==> config.mk <==
export PLATFORM = sky130hd
export DESIGN_NAME = blueTracker
export DESIGN_NICKNAME = d
export VERILOG_FILES = /design/src/logic/tracker_pkg.sv /design/src/logic/gradeStream_if.sv /design/src/logic/windowBus_if.sv /design/src/logic/pixelFrontEnd.sv /design/src/logic/windowAccum.sv /design/src/logic/windowBank.sv /design/src/logic/peakSelector.sv /design/src/logic/blueTracker.sv
export VERILOG_INCLUDE_DIRS = /design/src /design/src/logic
export SDC_FILE = /design/constraint.sdc
export NUM_CORES = 1
export LEC_CHECK = 0
export ABC_CLOCK_PERIOD_IN_PS = 5100
export BUFFER_PORTS_ARGS = -buffer_cell sky130_fd_sc_hd__buf_2
export CAP_MARGIN = 20
export CORE_MARGIN = 10
export CORE_UTILIZATION = 55
export DETAILED_ROUTE_END_ITERATION = 8
export PLACE_DENSITY = 0.78
export SYNTH_ARGS = -nofsm -noshare
export SYNTH_HDL_FRONTEND = slang
export SYNTH_SLANG_ARGS = --single-unit
==> constraint.sdc <==
create_clock -name i_clk -period 5.1 [get_ports i_clk]
set_clock_uncertainty 0.2 [all_clocks]
set_input_delay 0.765 -clock i_clk [delete_from_list [all_inputs] [get_ports i_clk]]
set_output_delay 0.765 -clock i_clk [all_outputs]
set_load 0.005 [all_outputs]
==> src/logic/tracker_params.svh <==
`ifndef TRACKER_PARAMS_SVH
`define TRACKER_PARAMS_SVH

// ==============================
// frame geometry
// ==============================
`define FRAME_W 64 // pixels per line
`define FRAME_H 48 // lines per frame

// ==============================
// search grid
// ==============================
`define WIN_SIZE 8 // window edge in pixels
`define GRID_N 4   // windows per side
`define NUM_WIN (`GRID_N * `GRID_N)

// top bit of blue margin taken for the 2-bit grade
`define GRADE_MSB 7

`endif

==> src/logic/tracker_pkg.sv <==
package tracker_pkg;

  // ==============================
  // vector types
  // ==============================

  // raster coordinate, H or V
  typedef logic [9:0] coord_t;

  // pixel grade, 0 = no blue dominance
  typedef logic [1:0] grade_t;

  // window sum, at most 64 pixels x grade 3
  typedef logic [7:0] winSum_t;

  // row-major window index
  typedef logic [3:0] winIdx_t;

  // ==============================
  // peak selector FSM
  // ==============================
  typedef enum logic [1:0] {
    IDLE,   // accumulating frame
    SCAN,   // settle cycle then one window per cycle
    UPDATE  // report point, move region
  } selState_t;

endpackage

==> src/logic/gradeStream_if.sv <==
// graded pixel stream with raster position
interface gradeStream_if;

  tracker_pkg::grade_t grade;
  logic                gradeVal;  // one cycle per accepted pixel
  tracker_pkg::coord_t posH;
  tracker_pkg::coord_t posV;
  logic                frameEnd;  // with gradeVal of last pixel

  modport src (
    output grade, gradeVal, posH, posV, frameEnd
  );

  modport snk (
    input grade, gradeVal, posH, posV, frameEnd
  );

endinterface

==> src/logic/windowBus_if.sv <==
`include "tracker_params.svh"

// region control out to the bank, window sums back to the selector
interface windowBus_if;

  tracker_pkg::coord_t  regionH;           // grid origin H
  tracker_pkg::coord_t  regionV;           // grid origin V
  logic                 clear;             // zero all sums
  tracker_pkg::winSum_t sums [`NUM_WIN];   // row-major

  modport bank (
    input  regionH,
    input  regionV,
    input  clear,
    output sums
  );

  modport sel (
    output regionH,
    output regionV,
    output clear,
    input  sums
  );

endinterface

==> src/logic/pixelFrontEnd.sv <==
`include "tracker_params.svh"

module pixelFrontEnd (
  input  logic        i_clk,
  input  logic        i_rst_n,
  input  logic [23:0] i_rgb,
  input  logic        i_pixelVal,
  gradeStream_if.src  o_gs
);

  logic [7:0] red;
  logic [7:0] green;
  logic [7:0] blue;
  logic [7:0] marginR;
  logic [7:0] marginG;
  logic [7:0] marginMin;
  tracker_pkg::coord_t hCnt;
  tracker_pkg::coord_t vCnt;
  logic lastCol;
  logic lastRow;

  // ==============================
  // grading
  // ==============================
  assign red   = i_rgb[23:16];
  assign green = i_rgb[15:8];
  assign blue  = i_rgb[7:0];

  assign marginR   = (blue > red) ? blue - red : 8'd0;
  assign marginG   = (blue > green) ? blue - green : 8'd0;
  assign marginMin = (marginR < marginG) ? marginR : marginG; // weaker margin decides

  assign lastCol = (hCnt == tracker_pkg::coord_t'(`FRAME_W - 1));
  assign lastRow = (vCnt == tracker_pkg::coord_t'(`FRAME_H - 1));

  // ==============================
  // raster counters
  // ==============================
  always_ff @(posedge i_clk or negedge i_rst_n) begin
    if (!i_rst_n) begin
      hCnt <= '0;
      vCnt <= '0;
    end else if (i_pixelVal) begin
      if (lastCol) begin
        hCnt <= '0;
        vCnt <= lastRow ? '0 : vCnt + 1'b1; // wrap at frame end
      end else begin
        hCnt <= hCnt + 1'b1;
      end
    end
  end

  // stream strobes
  always_ff @(posedge i_clk or negedge i_rst_n) begin
    if (!i_rst_n) begin
      o_gs.gradeVal <= 1'b0;
      o_gs.frameEnd <= 1'b0;
    end else begin
      o_gs.gradeVal <= i_pixelVal;
      o_gs.frameEnd <= i_pixelVal && lastCol && lastRow;
    end
  end

  // grade and position of the accepted pixel
  always_ff @(posedge i_clk) begin
    if (i_pixelVal) begin
      o_gs.grade <= marginMin[`GRADE_MSB:`GRADE_MSB-1];
      o_gs.posH  <= hCnt;
      o_gs.posV  <= vCnt;
    end
  end

endmodule

==> src/logic/windowAccum.sv <==
`include "tracker_params.svh"

module windowAccum (
  input  logic                 i_clk,
  input  logic                 i_rst_n,
  input  logic                 i_clear,
  input  tracker_pkg::grade_t  i_grade,
  input  logic                 i_gradeVal,
  input  tracker_pkg::coord_t  i_posH,
  input  tracker_pkg::coord_t  i_posV,
  input  tracker_pkg::coord_t  i_originH,
  input  tracker_pkg::coord_t  i_originV,
  output tracker_pkg::winSum_t o_sum
);

  tracker_pkg::coord_t endH;
  tracker_pkg::coord_t endV;
  logic inWin;

  // window spans [origin, origin + WIN_SIZE) on both axes
  assign endH = i_originH + tracker_pkg::coord_t'(`WIN_SIZE);
  assign endV = i_originV + tracker_pkg::coord_t'(`WIN_SIZE);

  assign inWin = (i_posH >= i_originH) && (i_posH < endH) &&
                 (i_posV >= i_originV) && (i_posV < endV);

  // ==============================
  // accumulator
  // ==============================
  always_ff @(posedge i_clk or negedge i_rst_n) begin
    if (!i_rst_n) begin
      o_sum <= '0;
    end else if (i_clear) begin
      o_sum <= '0; // new frame
    end else if (i_gradeVal && inWin) begin
      // 64 pixels x 3 never wraps 8 bits
      o_sum <= o_sum + tracker_pkg::winSum_t'(i_grade);
    end
  end

endmodule

==> src/logic/windowBank.sv <==
`include "tracker_params.svh"

module windowBank (
  input  logic        i_clk,
  input  logic        i_rst_n,
  gradeStream_if.snk  i_gs,
  windowBus_if.bank   io_win
);

  // ==============================
  // window grid
  // ==============================
  genvar k;
  generate
    for (k = 0; k < `NUM_WIN; k = k + 1) begin : winGen
      tracker_pkg::coord_t originH;
      tracker_pkg::coord_t originV;

      // column from k mod N, row from k div N
      assign originH = io_win.regionH +
                       tracker_pkg::coord_t'((k % `GRID_N) * `WIN_SIZE);
      assign originV = io_win.regionV +
                       tracker_pkg::coord_t'((k / `GRID_N) * `WIN_SIZE);

      windowAccum windowAccum_i (
        .i_clk      (i_clk),
        .i_rst_n    (i_rst_n),
        .i_clear    (io_win.clear),
        .i_grade    (i_gs.grade),
        .i_gradeVal (i_gs.gradeVal),
        .i_posH     (i_gs.posH),
        .i_posV     (i_gs.posV),
        .i_originH  (originH),
        .i_originV  (originV),
        .o_sum      (io_win.sums[k])
      );
    end
  endgenerate

endmodule

==> src/logic/peakSelector.sv <==
`include "tracker_params.svh"

module peakSelector (
  input  logic                 i_clk,
  input  logic                 i_rst_n,
  input  logic                 i_frameEnd,
  windowBus_if.sel             io_win,
  output tracker_pkg::coord_t  o_pointH,
  output tracker_pkg::coord_t  o_pointV,
  output tracker_pkg::winSum_t o_peakSum,
  output logic                 o_valid
);

  localparam int SPAN      = `WIN_SIZE * `GRID_N;  // grid edge in pixels
  localparam int HALF_SPAN = SPAN / 2;
  localparam int MAX_H     = `FRAME_W - SPAN;      // highest legal origin
  localparam int MAX_V     = `FRAME_H - SPAN;
  localparam int LAST_IDX  = `NUM_WIN - 1;

  tracker_pkg::selState_t state;
  logic                   settle;   // first SCAN cycle, last sum landing
  tracker_pkg::winIdx_t   scanIdx;
  tracker_pkg::winIdx_t   bestIdx;
  tracker_pkg::winSum_t   bestSum;
  tracker_pkg::coord_t    winPointH;
  tracker_pkg::coord_t    winPointV;

  // centre the grid on the point, kept inside the frame
  function automatic tracker_pkg::coord_t clampOrigin(
    input tracker_pkg::coord_t point,
    input tracker_pkg::coord_t maxOrigin
  );
    tracker_pkg::coord_t shifted;
    shifted = point - tracker_pkg::coord_t'(HALF_SPAN);
    if (point < tracker_pkg::coord_t'(HALF_SPAN)) begin
      return '0;
    end else if (shifted > maxOrigin) begin
      return maxOrigin;
    end
    return shifted;
  endfunction

  // top-left pixel of the winning window
  assign winPointH = io_win.regionH +
                     tracker_pkg::coord_t'((bestIdx % `GRID_N) * `WIN_SIZE);
  assign winPointV = io_win.regionV +
                     tracker_pkg::coord_t'((bestIdx / `GRID_N) * `WIN_SIZE);

  // ==============================
  // scan FSM
  // ==============================
  always_ff @(posedge i_clk or negedge i_rst_n) begin
    if (!i_rst_n) begin
      state   <= tracker_pkg::IDLE;
      settle  <= 1'b0;
      scanIdx <= '0;
      bestIdx <= '0;
      bestSum <= '0;
    end else begin
      case (state)
        tracker_pkg::IDLE: begin
          if (i_frameEnd) begin
            state   <= tracker_pkg::SCAN;
            settle  <= 1'b1;
            scanIdx <= '0;
            bestIdx <= '0;
            bestSum <= '0;
          end
        end
        tracker_pkg::SCAN: begin
          if (settle) begin
            settle <= 1'b0;
          end else begin
            // strict compare keeps the lowest index on ties
            if (io_win.sums[scanIdx] > bestSum) begin
              bestSum <= io_win.sums[scanIdx];
              bestIdx <= scanIdx;
            end
            if (scanIdx == tracker_pkg::winIdx_t'(LAST_IDX)) begin
              state <= tracker_pkg::UPDATE;
            end else begin
              scanIdx <= scanIdx + 1'b1;
            end
          end
        end
        tracker_pkg::UPDATE: state <= tracker_pkg::IDLE;
        default:             state <= tracker_pkg::IDLE;
      endcase
    end
  end

  // ==============================
  // result and region update
  // ==============================
  always_ff @(posedge i_clk or negedge i_rst_n) begin
    if (!i_rst_n) begin
      o_pointH       <= '0;
      o_pointV       <= '0;
      o_peakSum      <= '0;
      o_valid        <= 1'b0;
      io_win.clear   <= 1'b0;
      io_win.regionH <= tracker_pkg::coord_t'(MAX_H / 2); // centred grid
      io_win.regionV <= tracker_pkg::coord_t'(MAX_V / 2);
    end else begin
      o_valid      <= (state == tracker_pkg::UPDATE);
      io_win.clear <= (state == tracker_pkg::UPDATE);
      if (state == tracker_pkg::UPDATE) begin
        o_pointH       <= winPointH;
        o_pointV       <= winPointV;
        o_peakSum      <= bestSum;
        io_win.regionH <= clampOrigin(winPointH, tracker_pkg::coord_t'(MAX_H));
        io_win.regionV <= clampOrigin(winPointV, tracker_pkg::coord_t'(MAX_V));
      end
    end
  end

endmodule

==> src/logic/blueTracker.sv <==
module blueTracker (
  input  logic                 i_clk,
  input  logic                 i_rst_n,
  input  logic [23:0]          i_rgb,      // R high, B low
  input  logic                 i_pixelVal,
  output tracker_pkg::coord_t  o_pointH,
  output tracker_pkg::coord_t  o_pointV,
  output tracker_pkg::winSum_t o_peakSum,
  output logic                 o_valid
);

  // ==============================
  // internal buses
  // ==============================
  gradeStream_if gsIf ();
  windowBus_if   winIf ();

  // grading and raster position
  pixelFrontEnd pixelFrontEnd_i (
    .i_clk      (i_clk),
    .i_rst_n    (i_rst_n),
    .i_rgb      (i_rgb),
    .i_pixelVal (i_pixelVal),
    .o_gs       (gsIf.src)
  );

  // grid of window sums
  windowBank windowBank_i (
    .i_clk   (i_clk),
    .i_rst_n (i_rst_n),
    .i_gs    (gsIf.snk),
    .io_win  (winIf.bank)
  );

  // frame-end argmax and recentring
  peakSelector peakSelector_i (
    .i_clk      (i_clk),
    .i_rst_n    (i_rst_n),
    .i_frameEnd (gsIf.frameEnd),
    .io_win     (winIf.sel),
    .o_pointH   (o_pointH),
    .o_pointV   (o_pointV),
    .o_peakSum  (o_peakSum),
    .o_valid    (o_valid)
  );

endmodule

After elaboration in Yosys (flattened, before gate mapping)
Index checks and enable logic that the tools add are counted.
Widths: inputs -> output; s select.

word-level totals
  flip-flop bits (word level) = 240
  input bits = 27
  output and inout bits = 29
  logic and storage cells = 253

operators by class
  $add $sub $neg = 37
  $lt $le $gt $ge = 25
  eq/ne operators = 10
  muxes and demuxes = 69
  bitwise operators = 1
  reduce and logical (&&, ||, !) cells = 77

operator list
  kind                   count
  $mux 8                 40
  $add 8x2->8            16
  $add 10x4->10 const B  8
  $ge 10x10->1           8
  $lt 10x10->1           8
  $mux 10                8
  $logic_and 1x1->1      54
  $add 10x5->10 const B  4
  $reduce_bool 2->1      17
  $bmux 8 s4             1
  $gt 8x8->1             3
  $add 10x1->10 const B  2
  $add 10x5->10          2
  $eq 10x6->1 const B    2
  $lt 10x5->1 const B    2
  $mux 4                 5
  $sub 10x5->10 const B  2
  $pmux 4 s2             2
  $pmux 8 s2             1
  $sub 8x8->8            2
  $gt 10x5->1 const B    1
  $gt 10x6->1 const B    1
  $lt 8x8->1             1
  $reduce_and 4->1       2
  other kinds (15)       27

Depth between registers and ports, before layout
  depth after elaboration = 9
  gate-level depth with buffers = 17
  depth with buffers taken out = 17

Modules after synthesis
A second synthesis with hierarchy kept.

unflattened totals
  cells, all modules = 3595
  area, all modules = 30890.9 µm²

modules (own cells, without submodules)
  module                                                    instances  cells an instance  area an instance (µm²)  seq. area each (µm²)
  windowAccum at windowBank_i.winGen[14].windowAccum_i ...  9          181                1471.4                  200.2
  windowAccum at windowBank_i.winGen[0].windowAccum_i ...   6          179                1503.9                  200.2
  peakSelector                                              1          387                3988.8                  1403.8
  pixelFrontEnd                                             1          248                2641.3                  1211.2
  windowAccum at windowBank_i.winGen[13].windowAccum_i      1          181                1457.6                  200.2
  windowBank                                                1          76                 536.8                   0.0

Least setup slack after synthesis
OpenSTA, ideal clock, no wires.

  kind = reg2reg
  start point = register peakSelector_i.io_win.regionV[3]
  end point = register windowBank_i.winGen[15].windowAccum_i.o_sum[6]
  library setup time = 0.127 ns
  arrival time = 3.940 ns
  required time = 4.773 ns
  slack = 0.832 ns
  stages on the path, launching flop included = 18
  path buffers = 2
  period minus slack after synthesis = 4.268 ns
  cells stage by stage = dfstp_2 > clkbuf_1 > inv_1 > ha_1 > nor2b_1 > xnor2_1 > nor4_1 > nand2_1 > xnor2_1 > ha_1 > nand4_1 > a211oi_1 > nor4_1 > o21ai_1 > or3_1 > buf_2 > or3_1 > mux2_1

between the ends
  word-level cells in the longest chain between the ends = 6
  elaborated cells between the ends (all ways) = 8
  those cells by class = 2 x add/sub; 2 x order compare; 4 x reduce/logical

ends and longest elaborated chain
  element                                            RTL line                              RTL
  from (decl)                                        windowBus_if.sv:20                    output regionV,
  from (signal assigned)                             peakSelector.sv:103                   io_win.regionV <= tracker_pkg::coord_t'(MAX_V / 2);
  from (signal assigned)                             peakSelector.sv:112                   io_win.regionV <= clampOrigin(winPointV, tracker_pkg::coord_t'(MAX_V));
  $add 10x5->10 *                                    windowBank.sv:22                      assign originV = io_win.regionV +
  $add 10x4->10 or $ge 10x10->1 (tied branches)      windowAccum.sv:22, windowAccum.sv:25
  $lt 10x10->1 or $logic_and 1x1->1 (tied branches)  windowAccum.sv:25, windowAccum.sv:24
  $logic_and 1x1->1 *                                windowAccum.sv:25                     (i_posV >= i_originV) && (i_posV < endV);
  $logic_and 1x1->1 *                                windowAccum.sv:35                     end else if (i_gradeVal && inWin) begin
  $reduce_bool 2->1 (no source line) *               n/a
  to (signal assigned)                               windowAccum.sv:37                     o_sum <= o_sum + tracker_pkg::winSum_t'(i_grade);
  to (decl)                                          windowAccum.sv:13                     output tracker_pkg::winSum_t o_sum

Every way passes the cells marked *; elsewhere a longest branch is shown, timed or not.
A chain may end at the register's enable or synchronous reset.

Worst setup path after layout
  start point = register peakSelector_i.io_win.regionV[6]
  end point = register windowBank_i.winGen[15].windowAccum_i.o_sum[6]

Same word-level chain as after synthesis.

==> impl_metrics.toml <==
[global_routing]
grt.overflow.total = 0
grt_antenna_before_repair = 0
grt_max_degree = 134
grt_pass1_vias = 12947
gr-usage-all-layers_pct = 21.63
grt_pass1_wl_mm = 65.79

[synthesis]
synth_commonest_cells = "dfrtp_1 (204), ha_1 (171), nor2_1 (164), nand2_1 (130), nand3_1 (94)"
yosysWarnings = 0
async_flop_share_pct = 92.79
synth_seq_cells = 222
yosysTopAreaCell = "dfrtp_1"
yosysUniqueCellTypes = 76
synth.cell_area_mm2 = 0.01607
synthDominantCellAreaShare_pct = 31.76
leading_cell_types_by_total_area_after_synthesis = "dfrtp_1 (32%), ha_1 (13%), mux4_2 (5.6%)"
synth_enable_flop_cells = 16
synth.yosys.seq_area_share_pct = 35.07
yosys.cell_count.top_type = "dfrtp_1"
post_synth_inst_count = 1656
synth_top_flop_cell = "dfrtp_1"
avgSynthCellArea_um2 = 9.707

[clocking]
cts_tree = "done"
clock_net_sink_count = 222
cts-buffers-inserted = 25
master_cell_of_the_clock_root_buffer = "clkbuf_16"
cts.hold.buffers_added = 0
path_clk_slew_ps = 60
cts-root-to-sink-buffers = 3
cts.repair_timing.setup_buffer_count = 0
post_cts_resized = 0
cts_htree_levels = 1
later_pin_clock_latency_in_the_skew_report_ps = 550

[pwr]
p_seq_share_pct = 41.4
ir_worst_vdd_mv = 0.2341
p_leak_uw = 0.007920
totalPowerFinal_uw = 5650
power_frac_comb_pct = 23.6
cell_internal_power_uw = 3829
power.density_mw_per_mm2 = 319.7
clock_power_share_pct = 35.0
power.net_switching_uw = 1821
switching_share_pct = 32.22

[critical_path]
ff2ff_path_depth = 15
timing.critical_path.depth = 15
critPathMaxStageDelay_ps = 620
critPathSlowestCell = "dfrtp_1"
critPathBufInv = 1
critPathCaptureType = "flop"
cell_family_with_most_cp_delay = "simple AND/OR/NAND/NOR gates"
critical_path_arrival_ps = 4750
reg2reg_slack_ps = 580
cp_max_fo = 11
criticalPathCategory = "flop to flop"
worstSetupStartpointType = "flop"
timing.critical_path.cells = "ha_1 > nor2b_1 > xnor2_1 > nor4_1 > nand2_1 > xnor2_1 > ha_1 > o21ai_0 > nor2_1 > nor4_1 > buf_4 > o21ai_1 > or3_1 > or3_1 > mux2_1"
required_ps = 5330

[floorplan]
floorplan.rows = 62
boundaryPins = 56
floorplan.die.height_um = 191.0
start_util_pct = 55.85
core_mm2 = 0.02878
die_w_um = 191.0
fp.dieArea_mm2 = 0.03646

[placed_design]
gpl.final_weighted_congestion = 0.9580
dp.cells = 2051
dp_hpwl_mm = 28.65
io_buffers = 49

[timing]
timing.setup.tns_ps = 0
rsz_0062_raised_after_global_routing = "no"
report.final.hold_viol_count = 0
max-slew-margin-rel_pct = 37.71
fin_worst_hold_slack_ps = 106.4
setup_viol_count_final = 0
max_slew.worst_pin.slew_ps = 925.8
final-max-slew-violation-count = 0
timing.final.crit_share_pct = 88.65
layout_min_cycle_time_ps = 4521
achievable-frequency_ghz = 0.2212

[route]
routed_wirelength_mm = 39.04
detailedRoute.firstPassIterationCount = 7
drc = 0
wl_per_cell_um = 18.61
vias = 12849
drt-vias-per-instance = 6.124
drtIter0Drc = 1119
antenna_violating_nets_post_route = 0

[cells_and_area]
drive_gt1_share_pct = 11.73
diodes = 0
area_growth_pct = 9.932
fillers = 2282
sequential_cell_area_mm2 = 0.005643
finalNonFillerCells = 2098
multi_input_comb_area_mm2 = 0.009859
finalNetCount = 1913

[flow_run]
max_capacitance_violation_total = 0

[status]
outcome = "completed"

[min_path]
worst_hold_class = "input port to async pin"
metal layers:
layer	vias up	share of wire (%)	global-route usage (%)
met1	6315	44	29.07
met4	0	2.1	5.633
li1	6009	-	-
met3	62	6.8	3.007
met2	463	47	36.01
met5	-	0	0
registers in the layout (all words and copies together), names as in the netlist, 7 cells and up:
signal and flops:
peakSelector_i.o_pointV 7, peakSelector_i.io_win.regionH 7, peakSelector_i.o_peakSum 8, peakSelector_i.io_win.regionV 7, windowBank_i.winGen.windowAccum_i.o_sum 128, pixelFrontEnd_i.o_gs.posH 7, peakSelector_i.o_pointH 7, pixelFrontEnd_i.hCnt 10
pixelFrontEnd_i.o_gs.posV 7, pixelFrontEnd_i.vCnt 10, peakSelector_i.bestSum 8
placed cells by master (no fill, tap or decap), types with 17 or more instances in the layout:
cell	synthesis	layout
dfrtp_1	204	202
ha_1	171	171
nor2_1	164	164
nand2_1	130	130
nand3_1	94	94
xnor2_1	93	93
a21oi_1	75	75
inv_1	71	71
xor2_1	65	65
o21ai_0	56	55
nand4_1	51	51
buf_2	7	48
mux4_2	40	40
a21o_1	30	30
buf_4	7	30
nor2b_1	28	28
mux2i_1	27	27
nor3_1	26	25
clkbuf_16	0	25
nor4_1	23	23
or3_1	22	22
fa_1	20	20
mux2_2	17	17
path summary, 6_finish.rpt:
kind                                                  start                                        endpoint
min                                                 i_rst_n                         pixelFrontEnd_i.hCnt[0]
min in group i_clk               peakSelector_i.o_pointV[7]                      peakSelector_i.o_pointV[7]
max                        peakSelector_i.io_win.regionV[6]  windowBank_i.winGen[15].windowAccum_i.o_sum[6]
min reg2reg                      peakSelector_i.o_pointV[7]                      peakSelector_i.o_pointV[7]
max in group asynchronous                           i_rst_n                       peakSelector_i.scanIdx[0]
max reg2reg                peakSelector_i.io_win.regionV[6]  windowBank_i.winGen[15].windowAccum_i.o_sum[6]
kinds of logic after synthesis:
| family | Yosys count | synth area share, % |
|---|---|---|
| buffers and inverters | 150 | 3.767 |
| other | 1 | 0.02333 |
| flip-flops | 222 | 35.07 |
| AO/OA/AOI/OAI | 242 | 9.582 |
| adder cells (fa/ha/maj) | 192 | 15.87 |
| XOR/XNOR | 159 | 8.710 |
| multiplexers | 85 | 8.547 |
| AND/OR/NAND/NOR | 605 | 18.42 |
layout make-up:
| type | count | share of cell area [%] |
|---|---|---|
| Multi-Input combinational cell | 1289 | 55.80 |
| Tap cell | 384 | 2.719 |
| Clock inverter | 15 | 1.253 |
| Timing Repair Buffer | 80 | 2.825 |
| Inverter | 77 | 1.636 |
| Sequential cell | 222 | 31.93 |
| Clock buffer | 31 | 3.838 |
power by group through the flow:
stage / sequential [uW] / clock [uW] / combinational (uW)
final: 2340 / 1980 / 1330
after floorplan: 2280 / 0 / 944
after global placement: 2350 / 0 / 1240
after CTS: 2330 / 2000 / 1330
after detailed placement: 2360 / 0 / 1320
after global routing: 2380 / 2070 / 1520
metrics by stage:
step	instance area [um^2]	util, %	worst slack (ps)
finish	17670	61.40	578.6
global route	17670	61.40	201.6
CTS	17660	61.37	656.9
detailed placement	16760	58.25	641.6
global placement	16760	58.25	770.0
floorplan	16090	-	832.3
No activity file was read; power rests on OpenSTA's default activity.
